**config.mk**
```make
export PLATFORM = sky130hd
export DESIGN_NAME = pipe_reg
export DESIGN_NICKNAME = d
export VERILOG_FILES = /design/src/pipe_reg.sv
export SDC_FILE = /design/constraint.sdc
export NUM_CORES = 1
export LEC_CHECK = 0
export ABC_AREA = 1
export BUFFER_PORTS_ARGS = -buffer_cell sky130_fd_sc_hd__buf_4
export CELL_PAD_IN_SITES_DETAIL_PLACEMENT = 2
export CELL_PAD_IN_SITES_GLOBAL_PLACEMENT = 2
export CORE_MARGIN = 8
export CORE_UTILIZATION = 26
export DETAILED_ROUTE_END_ITERATION = 7
export PLACE_DENSITY = 0.85
export SLEW_MARGIN = 20
export SYNTH_ARGS = -nofsm -noshare
export SYNTH_HDL_FRONTEND = slang
export SYNTH_SLANG_ARGS = --single-unit
```
**constraint.sdc**
```tcl
create_clock -name CLK -period 1 [get_ports CLK]
set_input_delay 0.15 -clock CLK [delete_from_list [all_inputs] [get_ports CLK]]
set_output_delay 0.15 -clock CLK [all_outputs]
set_load 0.1 [all_outputs]
```
**src/pipe_reg.sv**
```systemverilog
// generic pipeline register for any packed payload, holding or bubbling while the pipe stalls
`timescale 1ns/1ps

module pipe_reg #(
    // payload struct carried between stages
    parameter type payload_t       = logic [31:0],
    // high loads zeros on stall instead of holding
    parameter bit  bubble_on_stall = 1'b0
) (
    input  logic     CLK,
    input  logic     nRST,
    input  logic     stall,
    input  payload_t d,
    output payload_t q
);

    // whole payload clears on reset
    // an all-zero payload carries no reg_wr, halt or memory strobe
    always_ff @(posedge CLK or negedge nRST) begin
        if (!nRST) begin
            q <= '0;
        end else if (!stall) begin
            // normal advance
            q <= d;
        end else if (bubble_on_stall) begin
            // insert a nop downstream of the stall point
            q <= '0;
        end else begin
            // keep the instruction upstream of the stall point
            q <= q;
        end
    end

endmodule

```
Word-level counts from Yosys, hierarchy flattened --
Index checks and enable logic that the tools add are counted.
Storage, ports and cells: input bits 35, memories kept 0, output and inout bits 32, memory bits (writable) 0, bits in read-only memories 0, bits in latches 0, flip-flop bits (word level) 32
Operators by class: reduce and logical (&&, ||, !) cells 0, $lt $le $gt $ge 0, bitwise operators 0, $mul 0, divide/modulo/power cells 0, shift-type cells 0, equal/unequal tests 0, muxes and demuxes 0, add/sub/neg operators 0

Depth between registers and ports, before layout --
depth in word-level cells 0, depth in mapped cells 5, gate-level depth less buffers 3

Worst setup path after synthesis --
No wires, ideal clock.
path type reg-to-reg, start point register q[0] (netlist name), end point register q[0] in the netlist's numbering, arrival 1.088 ns, buffers on the path 0, path slack -0.156 ns, cell stages (with the launch flop) 3, library setup time 0.068 ns, cell sequence dfrtp_1 nand2_1 nand2_1
RTL lines:
- end signal: assignment | RTL line 30 | q <= q;
- end: declaration | RTL line 14 | output payload_t q

Final worst setup path --
start point register q[18] in the netlist's numbering, end point output q[18] in the netlist's numbering
No word-level cell between the ends.

==> impl_metrics.csv <==
group,metric,value,unit
finish,drive_gt1_frac,0.582,
clocking,cts_tree,"yes",
timing,fmax,973,MHz
finish,diodes,0,
logic_synthesis,syn_area,0.00129,mm²
logic_synthesis,ys_seq_area_frac,0.620,
finish,largest_reg_flops,32,
logic_synthesis,synth_cell_types,7,
logic_synthesis,ys_warn_count,0,
timing,worst_pin_slew,423,ps
drt,first_iter_violations,32,
floorplan,die_w,86.5,µm
clocking,cts_buffers,5,
drt,drc,0,
setup_path,cp-endpoint,"q[18]",
setup_path,worst-path-max-fanout,2,
drt,firstDrtPassIters,2,
timing,setup_slack,-28.2,ps
finish,area_growth,85.1,%
drt,detail-route-antenna-nets,0,
setup_path,cp_slowest_cell,"dfrtp_2",
global_route,grt_pass1_wl,7120,µm
setup_path,arrival,880,ps
timing,rsz0062_at_grt,"true",
logic_synthesis,synth_nets,171,
logic_synthesis,synth-seq-cells,32,
logic_synthesis,synth_cells,136,
clocking,clock-root-buffer,"clkbuf_8",
job,drv_cap,0,
setup_path,r2r_slack,110,ps
clocking,clk_pin_slew_worst_paths,70,ps
clocking,htree_levels,2,
power_and_ir_drop,p_leak,0.00119,µW
outcome,status,"finished, violations left",
setup_path,cp_slowest_stage_delay,430,ps
drt,routed_wl,4490,µm
power_and_ir_drop,pwr_density_cell,1800,mW/mm²
setup_path,worstReg2RegStart,"q[0]",
logic_synthesis,synth_top_area_share,0.620,
placed_design,dp_hpwl,3030,µm
timing,fin_crit_sh,1.03,
timing,setup_viol,32,
logic_synthesis,syn_avg_cell_area,9.50,µm²
floorplan,num_rows,25,
floorplan,core,0.00475,mm²
finish,reg_top3,"q (32)",
floorplan,die-area,0.00748,mm²
setup_path,path_depth,1,
global_route,grt_use_total,0.124,
logic_synthesis,synth_top_area_cell,"dfrtp_1",
setup_path,crit_chain,"buf_12",
drt,avgViaCountPerCell,4.14,
timing,skew,0,ps
timing,slew_headroom,0.718,
global_route,grt_pass1_vias,1386,
floorplan,die_h,86.5,µm
floorplan,initial_utilization,0.272,
setup_path,worstPathRequired,850,ps
timing,min_period,1030,ps
placed_design,gp_congestion,0.668,
logic_synthesis,synth.area.top_cells,"dfrtp_1 62%, nand2_1 25%, nand2_2 4.8%, clkbuf_8 3.2%, buf_6 2.6%",
setup_path,critPathTopFamily,"flip-flops",
outcome,violations,"negative setup slack",
floorplan,io-pin-count,67,
timing,drv_slew,0,
setup_path,critPathBufInv,1,
min_path,hold_class,"input pin to register",
clocking,clock_latency,270,ps
setup_path,startpoint,"q[18]",
finish,largest-register,"q",
clocking,cts_sinks,32,
global_route,grt-ovfl-total,0,
finish,nets,247,
placed_design,io_buffers,66,
power_and_ir_drop,irDropWorstVdd,0.685,mV
setup_path,critPathKind,"register to output pin",
drt,post_drt_wl_per_cell,16.0,µm
placed_design,dpl.cell_count,263,
finish,instances_no_fill,280,
clocking,clk_path_buf_depth,2,
timing,hold-worst-slack,71.1,ps
setup_path,crit_path_start_kind,"register",
global_route,grt_max_degree,33,
timing,hold_viol_final,0,
setup_path,timing.rr.end,"q[0]",
global_route,antenna_found_initial,0,
setup_path,rr_worst_depth,4,
drt,vias,1160,
setup_path,cp-end-kind,"output pin",
-- final cells by class --
class | count | area [µm²]
Multi-Input combinational cell | 96 | 385
Timing Repair Buffer | 76 | 981
Tap cell | 67 | 83.8
Inverter | 1 | 11.3
Fill cell | 478 | 2360
Sequential cell | 32 | 841
Clock buffer | 8 | 90.1
-- power by group --
group	switching, µW	internal (µW)	leakage, µW	total [µW]
combinational	1100	622	0.000795	1730
clock	454	561	0.0000455	1020
sequential	131	1430	0.000353	1560
total	1690	2620	0.00119	4300
-- worst min-delay path by stage --
| stage | to | depth (start not counted) | from |
|---|---|---|---|
| 3_3_place_gp | q[8] | 1 | nRST |
| 5_1_grt | q[13] | 3 | d[13] |
| 2_1_floorplan | q[0] | 0 | nRST |
| 6_report | q[24] | 3 | d[24] |
| 3_5_place_dp | q[12] | 1 | nRST |
| 4_1_cts | q[27] | 3 | d[27] |
-- tightest hold or removal path, cell delays in order --
cell	delay (ps)
buf_4	70
nand2_1	40
nand2_1	40
-- repair_timing --
item	4_1_cts	5_1_grt
resized for setup	78	17
hold buffers	1	0
buffers inserted	4	4
endpoints found under the setup margin	32	32
hold endpoints to repair	32	0
-- routing by layer --
metal	up-vias	GRT usage	wire length (µm)
met2	48	0.208	2220
met4	0	0.0282	12
met5	-	0	0
li1	551	-	-
met1	559	0.132	1730
met3	2	0.0690	519
-- cells in the mapped netlist (all sizes together) --
| cell | n |
|---|---|
| nand2 | 96 |
| dfrtp | 32 |
| buf | 4 |
| clkbuf | 3 |
| inv | 1 |
-- cells in the final DEF, fill, tap and decap left out --
cell and count:
nand2_2 10, clkbuf_8 6, nand2_1 86, inv_8 1
buf_12 32, buf_8 1, buf_4 42, clkbuf_1 2
dlygate4sd3_1 1, dfrtp_2 32
-- cell families after synthesis --
group,Yosys count,synth area share
AND/OR/NAND/NOR,96,0.298
flip-flops,32,0.620
buffers and inverters,8,0.0823
-- metrics by stage --
stage	instance area [µm²]	util	TNS (ps)	setup WS [ps]	power (µW)
final	2390	0.503	-644	-28.2	4300
after global routing	2390	0.503	-1700	-67.7	4510
after CTS	2290	0.481	-1050	-39.6	4270
after detailed placement	1840	0.386	0	163	2920
after global placement	1840	0.386	0	205	2890
after floorplan	1330	-	0	111	2540
No activity file was read; power rests on OpenSTA's default activity.
