`config.mk`:
```
export PLATFORM = sky130hd
export DESIGN_NAME = mem_stage
export DESIGN_NICKNAME = d
export VERILOG_FILES = /design/src/cpu_types_pkg.sv /design/src/mem_stage.sv
export SDC_FILE = /design/constraint.sdc
export NUM_CORES = 1
export LEC_CHECK = 0
export BUFFER_PORTS_ARGS = -buffer_cell sky130_fd_sc_hd__buf_2
export CORE_AREA = 2 2 84 86
export DETAILED_ROUTE_END_ITERATION = 8
export DIE_AREA = 0 0 86 88
export PLACE_DENSITY_LB_ADDON = 0.1
export SLEW_MARGIN = 20
export SYNTH_ARGS = -nofsm -noshare
export SYNTH_HDL_FRONTEND = slang
export SYNTH_SLANG_ARGS = --single-unit
```
`constraint.sdc`:
```
create_clock -name vclk -period 1.5
set_input_delay 0.375 -clock vclk [all_inputs]
set_output_delay 0.375 -clock vclk [all_outputs]
set_load 0.05 [all_outputs]
```
`src/cpu_types_pkg.sv`:
```
// shared datapath types, pipeline payloads and memory sizing, imported by every stage of the slice
package cpu_types_pkg;

    // datapath widths
    localparam int WORD_W = 32;
    localparam int REG_AW = 5;

    // data memory sizing
    // 256 words, so word address bits 9..2
    localparam int DMEM_WORDS = 256;
    localparam int DMEM_AW = 8;

    // one data or address word
    typedef logic [WORD_W-1:0] word_t;

    // register file index
    typedef logic [REG_AW-1:0] regbits_t;

    // alu operation select
    // encoding is what decode hands over on alu_op
    typedef enum logic [3:0] {
        ALU_ADD  = 4'd0,
        ALU_SUB  = 4'd1,
        ALU_AND  = 4'd2,
        ALU_OR   = 4'd3,
        ALU_XOR  = 4'd4,
        ALU_NOR  = 4'd5,
        ALU_SLT  = 4'd6,
        ALU_SLTU = 4'd7,
        ALU_SLL  = 4'd8,
        ALU_SRL  = 4'd9
    } aluop_t;

    // EX/MEM payload
    // control strobes first, then destination, then data
    typedef struct packed {
        // write register file at writeback
        logic     reg_wr;
        // take load data instead of alu result
        logic     mem_to_reg;
        // data memory read
        logic     dren;
        // data memory write
        logic     dwen;
        // end of program marker
        logic     halt;
        // destination register
        regbits_t wsel;
        // alu output, lui value or link address
        word_t    alu_result;
        // rt value for stores
        word_t    store_data;
    } ex_mem_t;

    // MEM/WB payload
    // only what writeback needs
    typedef struct packed {
        logic     reg_wr;
        logic     halt;
        regbits_t wsel;
        // load data or alu result, already selected
        word_t    wb_data;
    } mem_wb_t;

endpackage

```
`src/mem_stage.sv`:
```
// memory stage: issues the data memory request, stalls until hit, and picks the writeback value
`timescale 1ns/1ps

module mem_stage (
    input  logic                   CLK,
    input  logic                   nRST,
    input  cpu_types_pkg::ex_mem_t mem_in,
    input  cpu_types_pkg::word_t   dmem_rdata,
    input  logic                   dhit,
    output logic                   dmem_ren,
    output logic                   dmem_wen,
    output cpu_types_pkg::word_t   dmem_addr,
    output cpu_types_pkg::word_t   dmem_wdata,
    output logic                   stall,
    output cpu_types_pkg::mem_wb_t wb_out
);
    import cpu_types_pkg::*;

    logic req;

    // request straight from the EX/MEM strobes
    assign dmem_ren   = mem_in.dren;
    assign dmem_wen   = mem_in.dwen;
    // byte address from the alu, memory drops the low two bits
    assign dmem_addr  = mem_in.alu_result;
    assign dmem_wdata = mem_in.store_data;

    assign req = mem_in.dren | mem_in.dwen;

    // wait state until the memory answers
    assign stall = req & ~dhit;

    // writeback payload
    assign wb_out.reg_wr  = mem_in.reg_wr;
    assign wb_out.halt    = mem_in.halt;
    assign wb_out.wsel    = mem_in.wsel;
    assign wb_out.wb_data = mem_in.mem_to_reg ? dmem_rdata : mem_in.alu_result;

    // a load and a store in one slot is a decode fault
    a_rw_exclusive : assert property (
        @(posedge CLK) disable iff (!nRST)
        !(mem_in.dren && mem_in.dwen))
        else $error("data read and write requested together");

    // EX/MEM holds the request, so the hit must come the next cycle
    a_stall_one_cycle : assert property (
        @(posedge CLK) disable iff (!nRST)
        stall |=> !stall)
        else $error("memory stall lasted more than one cycle");

    // word accesses only
    a_word_aligned : assert property (
        @(posedge CLK) disable iff (!nRST)
        req |-> (mem_in.alu_result[1:0] == 2'b00))
        else $error("data memory address is not word aligned");

endmodule

```
Word-level counts from Yosys, hierarchy flattened
Index checks and enable logic that the tools add are counted.

Equal/unequal tests: 0. Order comparisons: 0. Reduce and logical (&&, ||, !) cells: 0. Divide/modulo/power cells: 0. $add $sub $neg: 0. Multipliers: 0. Bitwise gates (word level): 3. Shift operators: 0. Multiplexer cells: 1.

Operators with widths (count): $mux W32 (1); $and A1 B1 Y1 (1); $not A1 Y1 (1); $or A1 B1 Y1 (1).

Memories: 0. ROM bits: 0. Input port bits: 109. Output and inout bits: 106. RAM bits: 0. Bits in latches: 0. Logic and storage cells: 4. Register bits: 0.

Longest topological paths before layout
Depth after elaboration: 2. Mapped depth: 3. Gate-level depth less buffers: 1.

Least setup slack after synthesis
OpenSTA, ideal clock, no wires.

Path type: in2out. Start: input mem_in[72] in the netlist's numbering. End: output wb_out[0] in the netlist's numbering. Required time: 1.125 ns. Arrival time: 1.014 ns. Stages: 3. Path buffers: 2. Path slack: 0.111 ns. Path through: buf_6 > buf_12 > mux2_4.

RTL lines: start, declared (RTL line mem_stage.sv:7) `input cpu_types_pkg::ex_mem_t mem_in,`; end, declared (RTL line mem_stage.sv:15) `output cpu_types_pkg::mem_wb_t wb_out`.

==> results.txt <==
critical path's slowest cell - mux2_4
Comb pwr share - 1.000
final worst path period need - 1.494 ns
# diodes - 0
top cell type's share of synthesized area - 0.4972
Die Area - 7568 um^2
Hold Path End - dmem_wdata[12]
CP max stage delay - 0.30 ns
Area Growth Syn to Fin - 47.22%
RSZ-0062 raised after global routing - yes
CLK BUF - 0
synth warn - 0
Mapped Cells - 110
Post-DP HPWL - 2.509 mm
I/O Pins - 215
first-pass GRT wire length - 4.036 mm
die width - 86 um
Critical Path Start Type - primary input
most frequent cell after synthesis - buf_4
post-synth cell types - 6
Mean Syn Cell Area - 10.02 um^2
# port buffers - 135
fin area - 1623 um^2
Final Util - 0.2443
Setup crit end kind - output port
GRT overflow - 0
post-DR wirelength/cell - 12.62 um
clock power share - 0
initial antenna violation count - 0
DP Area - 1306 um^2
# DRC - 0
CP Buf/Inv Count - 3
GRT Total Usage - 0.06602
switching share of power - 0.6046
Setup CP Type - in -> out
Iter 0 DRT Violations - 0
Min-Delay Path Class - in -> out
CP Cell Sequence - buf_16 > buf_16 > mux2_4 > buf_6
Reg power frac - 0
synthesized net count - 219
top post-synthesis cells by area - buf_4, mux2_4, buf_12, mux2_2, buf_6
MaxCap Viol Count - 0
register area share after synthesis - 0
final slew viol count - 0
final hold vios - 0
most used cell, CP - buf_16
Register Area - 0 um^2
P_leak - 0.9337 nW
Seq cells - 0
Peak VDD IR - 0.0002139 V
worst-path fanout max - 9
Slew @ Worst Pin - 0.2677 ns
status - complete, no violations
most instantiated cells after synthesis - buf_4, mux2_4, buf_12, mux2_2
met2 wire length - 1.745 mm
Rows - 30
Mapped Area - 1102 um^2
DR vias/cell - 3.677
NumNets Final - 285
M1 wire length - 984 um
f_max - 669.2 MHz
global placement routability congestion - 0.6111
Final Worst Setup Slack - 0.005618 ns
hold wc startpoint - mem_in[12]
cts hold-fix bufs - 0
layout cell share with drive strength beyond 1 - 1.000
Core ar. - 6644 um^2
Hold Crit Depth - 0
antenna-violating nets left - 0
Post CTS Setup Buffer Count - 0
internal power - 0.3666 mW
Data arrival, critical path - 1.12 ns
Vias - 934
largest area contributor in the netlist - buf_4
launch point of the worst path - mem_in[72]
Tcrit/Tclk final - 0.9963
vias in the first global route - 854
Setup-failing EPs final - 0
highest routed layer - met4
Pwr per Cell Area - 571.4 nW/um^2
Initial Utilization - 0.1659
Worst EP required - 1.12 ns
relative max-transition margin - 0.8227
pin count of the biggest net entering global routing - 10
final WL - 3.205 mm
Psw - 0.5606 mW
WL met3 - 438 um
dpl ws - -0.1332 ns
TritonRoute pass-1 iters - 1
CP top delay family - buffers and inverters
Chip Height - 88 um
logic make-up after synthesis:
group,count (synthesis),synth area share
buffers and inverters,77,0.5619
AO/OA/AOI/OAI,1,0.009081
multiplexers,32,0.4291
power groups by stage:
| stage | clock network, mW | registers [mW] | logic (mW) |
|---|---|---|---|
| after global placement | 0 | 0 | 0.796 |
| after global routing | 0 | 0 | 0.964 |
| after floorplan | 0 | 0 | 0.942 |
| final | 0 | 0 | 0.927 |
| after detailed placement | 0 | 0 | 0.791 |
| after CTS | 0 | 0 | 0.933 |
layer usage:
layer,GRT usage,vias to the layer above
li1,-,419
met1,0.06191,405
met2,0.1424,100
met3,0.01791,10
met4,0.008658,0
met5,0,-
layout by cell type, fill, tap and decap left out, drive strengths merged:
| cell type | synthesis | layout |
|---|---|---|
| mux2 | 32 | 32 |
| buf | 77 | 141 |
| o21ba | 1 | 1 |
what timing repair did:
| item | in CTS | in global routing |
|---|---|---|
| cloned | 3 | 0 |
| resized for setup | 73 | 2 |
| endpoints found under the setup margin | 32 | 12 |
| pin swaps | 0 | 0 |
how the worst max path moves through the flow:
stage / to / cells after the start / slack (ns)
2_1_floorplan: wb_out[0] / 3 / 0.11
3_3_place_gp: wb_out[20] / 4 / -0.14
3_5_place_dp: wb_out[20] / 4 / -0.13
4_1_cts: wb_out[29] / 4 / -0.02
5_1_grt: wb_out[6] / 4 / -0.02
6_report: wb_out[7] / 4 / 0.006
final cells by class:
type	instances	area, um^2
timing repair buffer	141	1036
tap	80	100.1
fill	724	5021
multi-input combinational	33	486.7
stage by stage:
step	setup TNS, ns	std cells	power (mW)	hold WS (ns)
after floorplan	0	110	0.9423	0.9171
final	0	254	0.9272	0.7500
after global routing	-0.1068	254	0.9640	0.7501
after global placement	-3.750	251	0.7964	0.7504
after CTS	-0.02033	254	0.9329	0.7504
after detailed placement	-3.502	251	0.7914	0.7504
Note: power is estimated with default switching activity, not from simulation.
